`src/irTx_defines.svh`:
```
`ifndef IR_TX_DEFINES_SVH
`define IR_TX_DEFINES_SVH

// Code memory depth as address bits, 256 bytes
`define IR_MEM_ADR_WIDTH 8

// Clock, carrier-cycle and entry width
`define IR_CNT_WIDTH 16

// Host register map
`define IR_REG_CTRL     3'd0 // Bit0 start, bit1 stop, bit2 int clear
`define IR_REG_DUTY     3'd1
`define IR_REG_CYCLE    3'd2
`define IR_REG_RPT      3'd3 // Bit7 infinite repeat
`define IR_REG_CODE_END 3'd4
`define IR_REG_MEM_PTR  3'd5
`define IR_REG_MEM_DATA 3'd6 // Auto-increments the pointer

`endif

```
`src/irTxCfgPkg.sv`:
```
`default_nettype none
`include "irTx_defines.svh"

package irTxCfgPkg;

	typedef enum logic [2:0] {
		REG_CTRL     = `IR_REG_CTRL,
		REG_DUTY     = `IR_REG_DUTY,
		REG_CYCLE    = `IR_REG_CYCLE,
		REG_RPT      = `IR_REG_RPT,
		REG_CODE_END = `IR_REG_CODE_END,
		REG_MEM_PTR  = `IR_REG_MEM_PTR,
		REG_MEM_DATA = `IR_REG_MEM_DATA
	} irRegAdr_e;

	// One host write, single cycle
	typedef struct packed {
		logic                     we;
		irRegAdr_e                adr;
		logic [15:0]              data;
	} regWr_t;

	typedef struct packed {
		logic [`IR_CNT_WIDTH-1:0]     dutyLen;    // Carrier high time in clocks
		logic [`IR_CNT_WIDTH-1:0]     cycLen;     // Carrier period in clocks
		logic [6:0]                   rptLen;     // Extra frames
		logic                         rptInf;     // Repeat until stop
		logic [`IR_MEM_ADR_WIDTH-1:0] codeEndAdr; // Last code byte
	} irTxCfg_t;

	typedef struct packed {
		logic txOn;
		logic intFlag;
	} irStatus_t;

endpackage

`default_nettype wire

```
`src/irTxCtrlPkg.sv`:
```
`default_nettype none

package irTxCtrlPkg;

	// Transmit FSM states
	typedef enum logic [1:0] {
		WAIT_ST  = 2'd0,
		BURST_ST = 2'd1, // Carrier on
		GAP_ST   = 2'd2  // Output held low
	} irTxState_e;

	// Counter steering from the controller
	typedef struct packed {
		logic clkEn;   // Clock-in-period counter runs
		logic clkSet1; // Realign period at carrier begin
		logic cycEn;   // One carrier period done
		logic cycSet1; // New entry starts
		logic rptEn;   // Frame repeated
		logic rptClr;  // Fresh transfer
	} irCntCtl_t;

	typedef struct packed {
		logic rcs;
		logic re;
		logic adrRst;
	} irMemRd_t;

endpackage

`default_nettype wire

```
`src/irTxRegs.sv`:
```
`timescale 1ns/1ns
`default_nettype none
`include "irTx_defines.svh"

module irTxRegs import irTxCfgPkg::*; (
	input  wire logic                          CLK_i,
	input  wire logic                          RST_i,
	input  wire regWr_t                        wr_i,
	input  wire logic                          txOn_i,     // Transfer running
	input  wire logic                          txEnd_i,    // One-cycle end pulse
	output irTxCfg_t                           cfg_o,
	output logic                               startReq_o,
	output logic                               stopReq_o,
	output logic                               memWrEn_o,
	output logic [`IR_MEM_ADR_WIDTH-1:0]       memWrAdr_o,
	output logic [7:0]                         memWrData_o,
	output logic                               intFlag_o
);

	logic [`IR_MEM_ADR_WIDTH-1:0] memPtr; // Host write pointer
	logic wrCtrl;
	logic intClrP, intClr;                // Interrupt clear stages

	assign wrCtrl      = wr_i.we && (wr_i.adr == REG_CTRL);
	assign memWrEn_o   = wr_i.we && (wr_i.adr == REG_MEM_DATA);
	assign memWrAdr_o  = memPtr;
	assign memWrData_o = wr_i.data[7:0]; // Low byte only

	//**************************************************************************
	// Configuration registers
	//**************************************************************************
	always_ff @(posedge CLK_i or posedge RST_i) begin
		if (RST_i) begin
			cfg_o <= '0;
		end else if (wr_i.we) begin
			case (wr_i.adr)
				REG_DUTY:     cfg_o.dutyLen    <= wr_i.data;
				REG_CYCLE:    cfg_o.cycLen     <= wr_i.data;
				REG_RPT: begin
					cfg_o.rptLen <= wr_i.data[6:0];
					cfg_o.rptInf <= wr_i.data[7];
				end
				REG_CODE_END: cfg_o.codeEndAdr <= wr_i.data[`IR_MEM_ADR_WIDTH-1:0];
				default: ;
			endcase
		end
	end

	// Pointer load, or step after each data byte
	always_ff @(posedge CLK_i or posedge RST_i) begin
		if (RST_i) begin
			memPtr <= '0;
		end else if (wr_i.we && (wr_i.adr == REG_MEM_PTR)) begin
			memPtr <= wr_i.data[`IR_MEM_ADR_WIDTH-1:0];
		end else if (memWrEn_o) begin
			memPtr <= memPtr + 1'b1;
		end
	end

	//**************************************************************************
	// Request flags, cleared by the controller
	//**************************************************************************
	always_ff @(posedge CLK_i or posedge RST_i) begin
		if (RST_i) begin
			startReq_o <= 1'b0;
			stopReq_o  <= 1'b0;
		end else begin
			if (txOn_i)
				startReq_o <= 1'b0; // Taken by the FSM
			else if (wrCtrl && wr_i.data[0])
				startReq_o <= 1'b1;
			if (!txOn_i)
				stopReq_o <= 1'b0;  // Nothing left to stop
			else if (wrCtrl && wr_i.data[1])
				stopReq_o <= 1'b1;
		end
	end

	// Interrupt flag with staged clear
	always_ff @(posedge CLK_i or posedge RST_i) begin
		if (RST_i) begin
			intClrP   <= 1'b0;
			intClr    <= 1'b0;
			intFlag_o <= 1'b0;
		end else begin
			intClrP <= wrCtrl && wr_i.data[2];
			intClr  <= intClrP;
			if (txEnd_i)
				intFlag_o <= 1'b1; // Set wins over clear
			else if (intClr)
				intFlag_o <= 1'b0;
		end
	end

endmodule

`default_nettype wire

```
`src/irCodeMem.sv`:
```
`timescale 1ns/1ns
`default_nettype none
`include "irTx_defines.svh"

module irCodeMem import irTxCtrlPkg::*; (
	input  wire logic                          CLK_i,
	input  wire logic                          RST_i,
	input  wire logic                          wrEn_i,
	input  wire logic [`IR_MEM_ADR_WIDTH-1:0]  wrAdr_i,
	input  wire logic [7:0]                    wrData_i,
	input  wire irMemRd_t                      rd_i,
	output logic [7:0]                         rdData_o,  // One cycle after re
	output logic [`IR_MEM_ADR_WIDTH-1:0]       rdAdr_o
);

	localparam int MEM_DEPTH = 1 << `IR_MEM_ADR_WIDTH;

	logic [7:0] mem [0:MEM_DEPTH-1]; // Code table, LSB first
	logic rdHit;

	assign rdHit = rd_i.rcs && rd_i.re;

	// Host side byte write
	always_ff @(posedge CLK_i) begin
		if (wrEn_i)
			mem[wrAdr_i] <= wrData_i;
	end

	// Registered read port
	always_ff @(posedge CLK_i) begin
		if (rdHit)
			rdData_o <= mem[rdAdr_o];
	end

	//**************************************************************************
	// Sequential fetch address
	//**************************************************************************
	always_ff @(posedge CLK_i or posedge RST_i) begin
		if (RST_i) begin
			rdAdr_o <= '0;
		end else if (rd_i.adrRst) begin
			rdAdr_o <= '0;    // Frame end, back to first entry
		end else if (rdHit) begin
			rdAdr_o <= rdAdr_o + 1'b1;
		end
	end

	// Read strobe only inside a selected transfer
	reNeedsRcs: assert property (@(posedge CLK_i) disable iff (RST_i)
		!(rd_i.re && !rd_i.rcs))
		else $error("code memory read without chip select");

endmodule

`default_nettype wire

```
`src/irTxCounters.sv`:
```
`timescale 1ns/1ns
`default_nettype none
`include "irTx_defines.svh"

module irTxCounters import irTxCtrlPkg::*; (
	input  wire logic                          CLK_i,
	input  wire logic                          RST_i,
	input  wire irCntCtl_t                     ctl_i,
	input  wire logic [`IR_CNT_WIDTH-1:0]      cycLen_i,
	output logic [`IR_CNT_WIDTH-1:0]           clkCnt_o,  // 1 .. cycLen
	output logic [`IR_CNT_WIDTH-1:0]           cycCnt_o,  // Carrier periods in entry
	output logic [6:0]                         rptCnt_o   // Frames already sent
);

	localparam logic [`IR_CNT_WIDTH-1:0] CNT_ONE = 1;

	// Clock in carrier period, parked at 0 while idle
	always_ff @(posedge CLK_i or posedge RST_i) begin
		if (RST_i)
			clkCnt_o <= '0;
		else if (!ctl_i.clkEn)
			clkCnt_o <= '0;
		else if (ctl_i.clkSet1 || (clkCnt_o >= cycLen_i))
			clkCnt_o <= CNT_ONE; // Wrap at period end
		else
			clkCnt_o <= clkCnt_o + 1'b1;
	end

	// Carrier cycles of the current entry
	always_ff @(posedge CLK_i or posedge RST_i) begin
		if (RST_i)
			cycCnt_o <= '0;
		else if (ctl_i.cycSet1)
			cycCnt_o <= CNT_ONE;
		else if (ctl_i.cycEn)
			cycCnt_o <= cycCnt_o + 1'b1;
	end

	// Frame repeats
	always_ff @(posedge CLK_i or posedge RST_i) begin
		if (RST_i)
			rptCnt_o <= '0;
		else if (ctl_i.rptClr)
			rptCnt_o <= '0;
		else if (ctl_i.rptEn)
			rptCnt_o <= rptCnt_o + 1'b1;
	end

endmodule

`default_nettype wire

```
`src/irTxCtrl.sv`:
```
`timescale 1ns/1ns
`default_nettype none
`include "irTx_defines.svh"

module irTxCtrl import irTxCfgPkg::*, irTxCtrlPkg::*; (
	input  wire logic                          CLK_i,
	input  wire logic                          RST_i,
	input  wire irTxCfg_t                      cfg_i,
	input  wire logic                          startReq_i,
	input  wire logic                          stopReq_i,
	input  wire logic [`IR_CNT_WIDTH-1:0]      clkCnt_i,
	input  wire logic [`IR_CNT_WIDTH-1:0]      cycCnt_i,
	input  wire logic [6:0]                    rptCnt_i,
	input  wire logic [7:0]                    memData_i,
	input  wire logic [`IR_MEM_ADR_WIDTH-1:0]  memAdr_i,
	output logic                               txOn_o,
	output logic                               txEnd_o,
	output logic                               txd_o,
	output irCntCtl_t                          cnt_o,
	output irMemRd_t                           mem_o
);

	irTxState_e state, nState;
	logic crrBgn, clkEn, memReD, lastCode;
	logic [7:0] memLsb;                    // Low byte of fetched entry
	logic cycSet1, nCycSet1, rptInc, nRptInc;
	logic memRe, nMemRe, nTxEnd;
	logic dutyFull, clkFull, cycFull, codeDone, rptDone, frameFin, startGo;

	assign dutyFull = (clkCnt_i == cfg_i.dutyLen);
	assign clkFull  = (clkCnt_i == cfg_i.cycLen);   // Carrier period end
	assign cycFull  = (cycCnt_i == {memData_i, memLsb});
	assign codeDone = clkFull && cycFull;           // Entry exhausted
	assign rptDone  = !cfg_i.rptInf && (rptCnt_i == cfg_i.rptLen);
	assign frameFin = lastCode && (rptDone || stopReq_i);
	assign startGo  = startReq_i && txOn_o && (state == WAIT_ST);

	assign cnt_o.clkEn   = clkEn;
	assign cnt_o.clkSet1 = crrBgn;
	assign cnt_o.cycEn   = (state != WAIT_ST) && clkFull;
	assign cnt_o.cycSet1 = cycSet1;
	assign cnt_o.rptEn   = rptInc;
	assign cnt_o.rptClr  = startReq_i && !txOn_o;
	assign mem_o.rcs     = txOn_o;
	assign mem_o.re      = (memRe || memReD) && txOn_o; // Two reads per entry
	assign mem_o.adrRst  = lastCode && codeDone;

	//**************************************************************************
	// Transfer flags and fetch bookkeeping
	//**************************************************************************
	always_ff @(posedge CLK_i or posedge RST_i) begin
		if (RST_i) begin
			txOn_o   <= 1'b0;
			clkEn    <= 1'b0;
			crrBgn   <= 1'b0;
			memReD   <= 1'b0;
			lastCode <= 1'b0;
		end else begin
			if (startReq_i)
				txOn_o <= 1'b1;
			else if (txEnd_o)
				txOn_o <= 1'b0;
			if (txEnd_o)
				clkEn <= 1'b0;
			else if (startGo)
				clkEn <= 1'b1;
			crrBgn <= startGo; // First pulse of the transfer
			memReD <= memRe;
			if (state != GAP_ST)
				lastCode <= 1'b0;
			else if (memAdr_i == cfg_i.codeEndAdr)
				lastCode <= 1'b1; // High byte of final gap fetched
		end
	end

	always_ff @(posedge CLK_i) begin
		if (memReD)
			memLsb <= memData_i;
	end

	// Carrier shaping
	always_ff @(posedge CLK_i or posedge RST_i) begin
		if (RST_i)
			txd_o <= 1'b0;
		else if (dutyFull)
			txd_o <= 1'b0;
		else if (crrBgn || ((state == BURST_ST) && clkFull && !cycFull) ||
				((state == GAP_ST) && codeDone && !frameFin))
			txd_o <= 1'b1;
	end

	//**************************************************************************
	// FSM
	//**************************************************************************
	always_comb begin
		nState   = state;
		nCycSet1 = 1'b0;
		nRptInc  = 1'b0;
		nMemRe   = 1'b0;
		nTxEnd   = 1'b0;
		case (state)
			WAIT_ST: if (startGo) begin
				nCycSet1 = 1'b1;
				nMemRe   = 1'b1;
				nState   = BURST_ST;
			end
			BURST_ST: if (codeDone) begin
				nCycSet1 = 1'b1;
				nMemRe   = 1'b1; // Fetch gap entry
				nState   = GAP_ST;
			end
			GAP_ST: if (codeDone) begin
				if (frameFin) begin
					nTxEnd = 1'b1;
					nState = WAIT_ST;
				end else begin
					nCycSet1 = 1'b1;
					nMemRe   = 1'b1;
					nRptInc  = lastCode; // Wrap into next frame
					nState   = BURST_ST;
				end
			end
			default: nState = WAIT_ST;
		endcase
	end

	always_ff @(posedge CLK_i or posedge RST_i) begin
		if (RST_i) begin
			state   <= WAIT_ST;
			cycSet1 <= 1'b0;
			rptInc  <= 1'b0;
			memRe   <= 1'b0;
			txEnd_o <= 1'b0;
		end else begin
			state   <= nState;
			cycSet1 <= nCycSet1;
			rptInc  <= nRptInc;
			memRe   <= nMemRe;
			txEnd_o <= nTxEnd;
		end
	end

	stateLegal: assert property (@(posedge CLK_i) disable iff (RST_i)
		state inside {WAIT_ST, BURST_ST, GAP_ST});
	txdInBurst: assert property (@(posedge CLK_i) disable iff (RST_i)
		txd_o |-> (state == BURST_ST));
	txEndPulse: assert property (@(posedge CLK_i) disable iff (RST_i)
		txEnd_o |=> !txEnd_o);

endmodule

`default_nettype wire

```
`src/irTxTop.sv`:
```
`timescale 1ns/1ns
`default_nettype none
`include "irTx_defines.svh"

module irTxTop import irTxCfgPkg::*, irTxCtrlPkg::*; (
	input  wire logic      CLK_i,
	input  wire logic      RST_i,
	input  wire regWr_t    wr_i,     // Host register port
	output logic           TXD_o,
	output logic           INT_o,
	output logic           TX_ON_o,
	output irStatus_t      status_o
);

	irTxCfg_t  cfg;
	irCntCtl_t cntCtl;
	irMemRd_t  memRd;
	logic startReq, stopReq, intFlag, txOn, txEnd, txd;
	logic memWrEn;
	logic [`IR_MEM_ADR_WIDTH-1:0] memWrAdr, memRdAdr;
	logic [7:0] memWrData, memRdData;
	logic [`IR_CNT_WIDTH-1:0] clkCnt, cycCnt;
	logic [6:0] rptCnt;

	assign TXD_o            = txd;
	assign INT_o            = intFlag;
	assign TX_ON_o          = txOn;
	assign status_o.txOn    = txOn;
	assign status_o.intFlag = intFlag;

	irTxRegs uRegs (.CLK_i, .RST_i, .wr_i, .txOn_i(txOn), .txEnd_i(txEnd),
		.cfg_o(cfg), .startReq_o(startReq), .stopReq_o(stopReq), .memWrEn_o(memWrEn),
		.memWrAdr_o(memWrAdr), .memWrData_o(memWrData), .intFlag_o(intFlag));

	irCodeMem uMem (.CLK_i, .RST_i, .wrEn_i(memWrEn), .wrAdr_i(memWrAdr),
		.wrData_i(memWrData), .rd_i(memRd), .rdData_o(memRdData), .rdAdr_o(memRdAdr));

	irTxCounters uCnt (.CLK_i, .RST_i, .ctl_i(cntCtl), .cycLen_i(cfg.cycLen),
		.clkCnt_o(clkCnt), .cycCnt_o(cycCnt), .rptCnt_o(rptCnt));

	irTxCtrl uCtrl (.CLK_i, .RST_i, .cfg_i(cfg), .startReq_i(startReq),
		.stopReq_i(stopReq), .clkCnt_i(clkCnt), .cycCnt_i(cycCnt), .rptCnt_i(rptCnt),
		.memData_i(memRdData), .memAdr_i(memRdAdr), .txOn_o(txOn), .txEnd_o(txEnd),
		.txd_o(txd), .cnt_o(cntCtl), .mem_o(memRd));

endmodule

`default_nettype wire

```
`config.mk`:
```
export PLATFORM = sky130hd
export DESIGN_NAME = irTxTop
export DESIGN_NICKNAME = d
export VERILOG_FILES = /design/src/irTxCfgPkg.sv /design/src/irTxCtrlPkg.sv /design/src/irTxRegs.sv /design/src/irCodeMem.sv /design/src/irTxCounters.sv /design/src/irTxCtrl.sv /design/src/irTxTop.sv
export VERILOG_INCLUDE_DIRS = /design/src /design/src/src
export SDC_FILE = /design/constraint.sdc
export NUM_CORES = 2
export LEC_CHECK = 0
export ABC_AREA = 1
export BUFFER_PORTS_ARGS = -buffer_cell sky130_fd_sc_hd__buf_4
export CAP_MARGIN = 30
export CORE_MARGIN = 2
export CORE_UTILIZATION = 25
export CTS_CLUSTER_SIZE = 30
export DETAILED_ROUTE_END_ITERATION = 10
export SYNTH_ARGS = -nofsm -noshare
export SYNTH_HDL_FRONTEND = slang
export SYNTH_SLANG_ARGS = --single-unit
```
`constraint.sdc`:
```
create_clock -name CLK_i -period 6.69 [get_ports CLK_i]
set_input_delay 0.669 -clock CLK_i [delete_from_list [all_inputs] [get_ports CLK_i]]
set_output_delay 0.669 -clock CLK_i [all_outputs]
set_load 0.01 [all_outputs]
```
Yosys cells after proc, flatten, opt, wreduce, memory -nomap -nowiden
Memory sizes are Yosys's and may differ from the RTL's. A register that Yosys moved wholly into a read port is not among the register bits.
Index checks and enable logic that the tools add are counted.
Widths: inputs -> output; s select.
{"block": "classes", "n_eq_ne": 18, "magnitude_cmp": 1, "addsub": 5, "n_reduce_logical": 47, "n_mux": 42}
{"cell": "$mux 16", "n": 4}
{"cell": "$eq 16x16->1", "n": 3}
{"cell": "$add 16x1->16 const B", "n": 2}
{"cell": "$mux 8", "n": 4}
{"cell": "$mux 1", "n": 27}
{"cell": "$reduce_bool 2->1", "n": 11}
{"cell": "$logic_and 1x1->1", "n": 20}
{"cell": "$add 8x1->8 const B", "n": 2}
{"cell": "$ge 16x16->1", "n": 1}
{"cell": "$mux 7", "n": 2}
{"cell": "$eq 3x3->1 const B", "n": 3}
{"cell": "$eq 8x8->1", "n": 1}
{"cell": "$reduce_and 2->1", "n": 4}
{"cell": "$add 7x1->7 const B", "n": 1}
{"cell": "$eq 7x7->1", "n": 1}
{"cell": "$eq 3x2->1 const B", "n": 2}
{"cell": "$mux 2", "n": 3}
{"cell": "$ne 2x1->1 const B", "n": 3}
{"cell": "$pmux 2 s3", "n": 1}
{"cell": "$logic_or 1x1->1", "n": 5}
{"cell": "$logic_not 1->1", "n": 4}
{"cell": "$ne 2x2->1 const B", "n": 2}
{"cell": "$eq 3x1->1 const B", "n": 1}
{"cell": "$logic_not 3->1", "n": 1}
{"cell": "5 further kinds", "n": 5}
{"block": "totals", "n_memories": 1, "in_bits": 22, "ff_bits": 127, "elab_cells": 140, "ramBits": 2048, "out_inout_bits": 5}
{"name": "uMem.mem", "words": 256, "width": 8, "rd": 1, "rd_ports_with_merged_regs": 1, "write_ports": 1, "line_no": "irCodeMem.sv:18", "rtl": "logic [7:0] mem [0:MEM_DEPTH-1];"}

Depth between registers and ports, before layout
{"block": "logic_depth", "ltp_word": 9, "mapped_depth": 18, "depth_no_buf": 13}

Cells and area by module
Synthesis repeated with hierarchy kept, for this count alone.
{"block": "hier_totals", "hier_cells": 8194, "area_unflattened_um2": 90982.3}
{"mod": "irCodeMem", "instances": 1, "seq_area_each_um2": 61939.4, "cells_each": 7275, "area_per_inst_um2": 84056.9}
{"mod": "irTxRegs", "instances": 1, "seq_area_each_um2": 1526.5, "cells_each": 289, "area_per_inst_um2": 2563.7}
{"mod": "irTxCounters", "instances": 1, "seq_area_each_um2": 975.9, "cells_each": 318, "area_per_inst_um2": 2508.7}
{"mod": "irTxCtrl", "instances": 1, "seq_area_each_um2": 515.5, "cells_each": 310, "area_per_inst_um2": 1838.0}
{"mod": "irTxTop", "instances": 1, "seq_area_each_um2": 0.0, "cells_each": 2, "area_per_inst_um2": 15.0}

Worst setup path after synthesis
Ideal clock, no wire load.
{"block": "synth_path", "kind": "input-to-reg", "startpoint": "input wr_i[17] (netlist bit)", "endpoint": "memory uMem.mem[103][0] (enable)", "arrival_ns": 1.887, "setup_ns": 0.370, "stages": 7, "n_path_buf": 1, "t_required_ns": 6.320, "path_slack_ns": 4.433, "cell_sequence": "inv_1 > nor2_1 > nand2_1 > nor2_1 > nand2_1 > clkbuf_1 > nor2_1"}
{"block": "synth_between", "elab_chain_len": 4}
{"item": "start, declared", "line_no": "irTxTop.sv:8", "rtl": "input wire regWr_t wr_i,"}
{"item": "$eq 3x3->1", "line_no": "irTxRegs.sv:25", "rtl": "assign memWrEn_o = wr_i.we && (wr_i.adr == REG_MEM_DATA);"}
{"item": "$logic_and 1x1->1", "line_no": "irTxRegs.sv:25"}
{"item": "$mux 1", "line_no": "irCodeMem.sv:25", "rtl": "if (wrEn_i)"}
{"item": "$mux 1 (not written as such)", "line_no": "irCodeMem.sv:26", "rtl": "mem[wrAdr_i] <= wrData_i;"}
{"item": "end, declared", "line_no": "irCodeMem.sv:18"}
Every way passes these cells.

==> out/results.tsv <==
stage	metric	value	unit
sta	relSlewSlack	31.41	%
sta	hold_violations	0	
sta	final.setup_skew	0.1041	ns
clock_tree	cts_inserted_buffers	219	
synthesis	yosysWarnings	0	
global_routing	grt.overflow.total	0	
global_routing	grt_max_degree	196	
route	totalWireLength	256900	um
clock_tree	cts.repair_timing.setup_buffer_count	0	
min_path	hold_depth	3	
sta	finalCritPeriodShare	65.29	%
power	power	27970	uW
synthesis	synth_top_family_by_area	simple AND/OR/NAND/NOR gates	
sta	rsz0062_at_grt	false	
route	ant_nets	0	
global_routing	grtUsageTotal	13.37	%
synthesis	async_reset_ff_share	5.451	%
placement	place_congestion	0.8316	
critical_path	slowest_delay	0.98	ns
synthesis	avgSynthCellArea	10.73	um^2
synthesis	yosysSeqAreaShare	70.58	%
critical_path	r2r_cells	10	
layout	nets	8477	
clock_tree	clock-sinks	2183	
global_routing	grt_pass1_wl	382800	um
synthesis	synth_cell_types	37	
critical_path	cp_max_fo	54	
route	routedWlPerCell	19.15	um
global_routing	antenna_found_initial	12	
sta	min_period	4.368	ns
floorplanning	core_area	366100	um^2
critical_path	r2r_slack	2.32	ns
sta	whs	0.1175	ns
sta	fmax	0.2290	GHz
synthesis	synth_area_leaders	edfxtp_1 (67%), nand2_1 (9.6%), nand3_1 (5.2%)	
clock_tree	clkTransAtPathRegs	0.06	ns
power	irDropWorstVdd	0.1881	mV
power	p_per_area	268.3	nW/um^2
route	via_per_inst	4.578	
global_routing	grt_pass1_vias	57848	
power	p_leak	0.03795	uW
route	drc	0	
synthesis	yosys.area_share.simple	20.31	%
critical_path	path_common_cell	nand3_1	
synthesis	synth_edf_count	2064	
clock_tree	cts-htree-levels	4	
floorplanning	dieArea	373000	um^2
clock_tree	tritoncts	done	
synthesis	yosysTopAreaCell	edfxtp_1	
critical_path	end_kind	flip-flop	
floorplanning	ios	27	
layout	synthToLayoutAreaGrowth	13.25	%
layout	layout-drive-gt1-share	5.744	%
placement	dpl.hpwl	142200	um
synthesis	yosysMostFrequentCell	nand2_1	
critical_path	crit_arrival	4.96	ns
clock_tree	cts_resized	0	
synthesis	synth.area.mux_share	0	%
sta	drv_slew	0	
floorplanning	die_y	610.8	um
placement	port_buffers	26	
floorplanning	rows	222	
layout	fillCellCount	37444	
synthesis	synth-xor-area-share	0.4853	%
synthesis	synth-compound-area-share	3.692	%
floorplanning	start_util	25.14	%
synthesis	synth_adder_area_share	0.3263	%
clock_tree	ctsLongestPathBuffers	4	
synthesis	synth_ff_type	edfxtp_1	
synthesis	synthesis.nets	8622	
synthesis	synthesis.area	92040	um^2
clock_tree	insertion_delay	0.89	ns
synthesis	synth_top_area_share	67.34	%
synthesis	syn_inst	8576	
min_path	worstHoldPathType	in2reg	
outcome	outcome	finished, final reports clean	
critical_path	critPathKind	reg2reg	
route	first_iter_violations	7234	
critical_path	required	7.28	ns
critical_path	cp.depth	10	
critical_path	crit_family	simple AND/OR/NAND/NOR gates	
synthesis	ys_top_cells_by_count	nand2_1 (2366), edfxtp_1 (2064), nor2_1 (1179)	
sta	setup_viol	0	
route	vias	61422	
synthesis	yosys_register_bits	2183	
critical_path	critPathBufInv	2	
clock_tree	cts_root_buffer	clkbuf_16	
run	max-cap-violations	0	
critical_path	worstSetupStartpointType	flip-flop	
floorplanning	dieWidth	610.8	um
sta	tns	0	ns
critical_path	critPathSlowestCell	dfrtp_4	
critical_path	path_cells	inv_6 > nand2_4 > buf_4 > a21oi_1 > nor2_1 > nand2_1 > nand3_1 > nand3_1 > nand3_1 > nand2_1	
route	drtPass1Iterations	6	
sta	worst_pin_slew	1.026	ns
## worst min-delay path, cell delays in order
cell	delay [ns]
buf_4	0.11
inv_1	0.05
o21ai_0	0.08
## per-layer routing
metal  GRT usage (%)  wire length, um  vias up
li1                -                -    28538
met1           19.08           112000    29985
met2           20.90           115900     2498
met3           2.129            22140      397
met4           3.790             6789        4
met5               0               28        -
## state kept, by name, indices dropped and copies added (netlist names), 8 cells and up
signal,count
uMem.mem,2048
uRegs.cfg_o,48
uCnt.clkCnt_o,16
uMem.rdData_o,8
uMem.rdAdr_o,8
uRegs.memWrAdr_o,8
uCtrl.memLsb,8
uCnt.cycCnt_o,16
## report_power, final
group	leakage, uW	total, uW	switching, uW	internal, uW
clock network	0.00334	12000	5260	6760
registers	0.0201	15200	101	15000
logic	0.0145	798	604	194
total	0.0380	28000	5970	22000
## final cells by class
type / count / area, um^2 / area share, %
Clock buffer: 275 / 5782 / 5.547
Inverter: 598 / 2273 / 2.181
Multi-Input combinational cell: 5311 / 22880 / 21.95
Antenna cell: 2 / 5.005 / 0.004802
Timing Repair Buffer: 118 / 1210 / 1.161
Sequential cell: 2183 / 64970 / 62.33
Tap cell: 4816 / 6026 / 5.781
Clock inverter: 115 / 1084 / 1.040
## worst paths after layout
check / start / end
min reg2reg: uRegs.intClrP$_DFF_PP0_ / uRegs.intClr$_DFF_PP0_
min in group asynchronous: RST_i / uRegs.cfg_o[47]$_DFFE_PP0P_
max reg2reg: uMem.rdAdr_o[2]$_DFFE_PP0P_ / uMem.rdData_o[3]$_DFFE_PP_
max in group asynchronous: RST_i / uMem.rdAdr_o[0]$_DFFE_PP0P_
max: uMem.rdAdr_o[2]$_DFFE_PP0P_ / uMem.rdData_o[3]$_DFFE_PP_
min: wr_i[14] / uRegs.cfg_o[46]$_DFFE_PP0P_
## metrics by stage
stage,setup slack (ns),utilization [%],instances,instance area (um^2)
2_1_floorplan,2.864,-,8576,92040
3_3_place_gp,2.449,26.57,13021,97270
3_5_place_dp,2.398,26.58,13023,97310
4_1_cts,2.386,28.45,13413,104200
5_1_grt,2.250,28.47,13417,104200
6_report,2.322,28.47,13418,104200
## layout by cell type (no fill, tap or decap), types with 3 or more instances in the layout
cell        count
a21oi_1       153
and3_1          6
buf_12         19
buf_4          88
buf_8           8
bufinv_16      17
clkbuf_1       48
clkbuf_16     220
clkbuf_8        7
clkinv_1       45
clkinv_16       3
clkinv_2       38
clkinvlp_4      8
dfrtp_1       115
dfrtp_4         4
edfxtp_1     2064
ha_1           24
inv_1         588
inv_4           3
inv_6           5
nand2_1      2349
nand2_2        16
nand3_1       951
nand4_1        14
nor2_1       1179
nor3_1         21
nor3b_1         3
nor4_1          5
o211ai_1       55
o21ai_0       414
o221ai_1        6
o31ai_1         3
or2_2          45
xnor2_1        31
xor2_1         20
## cells by family after synthesis
| family | count (synthesis) |
|---|---|
| flip-flops | 2183 |
| adder cells (fa/ha/maj) | 24 |
| AND/OR/NAND/NOR | 4595 |
| buffers and inverters | 1082 |
| XOR/XNOR | 51 |
| AO/OA/AOI/OAI | 641 |
## timing repair
item,CTS,global route
hold endpoints to repair,0,31
hold buffers,0,1
setup endpoints to repair,0,0
(Power assumes the default switching activity.)
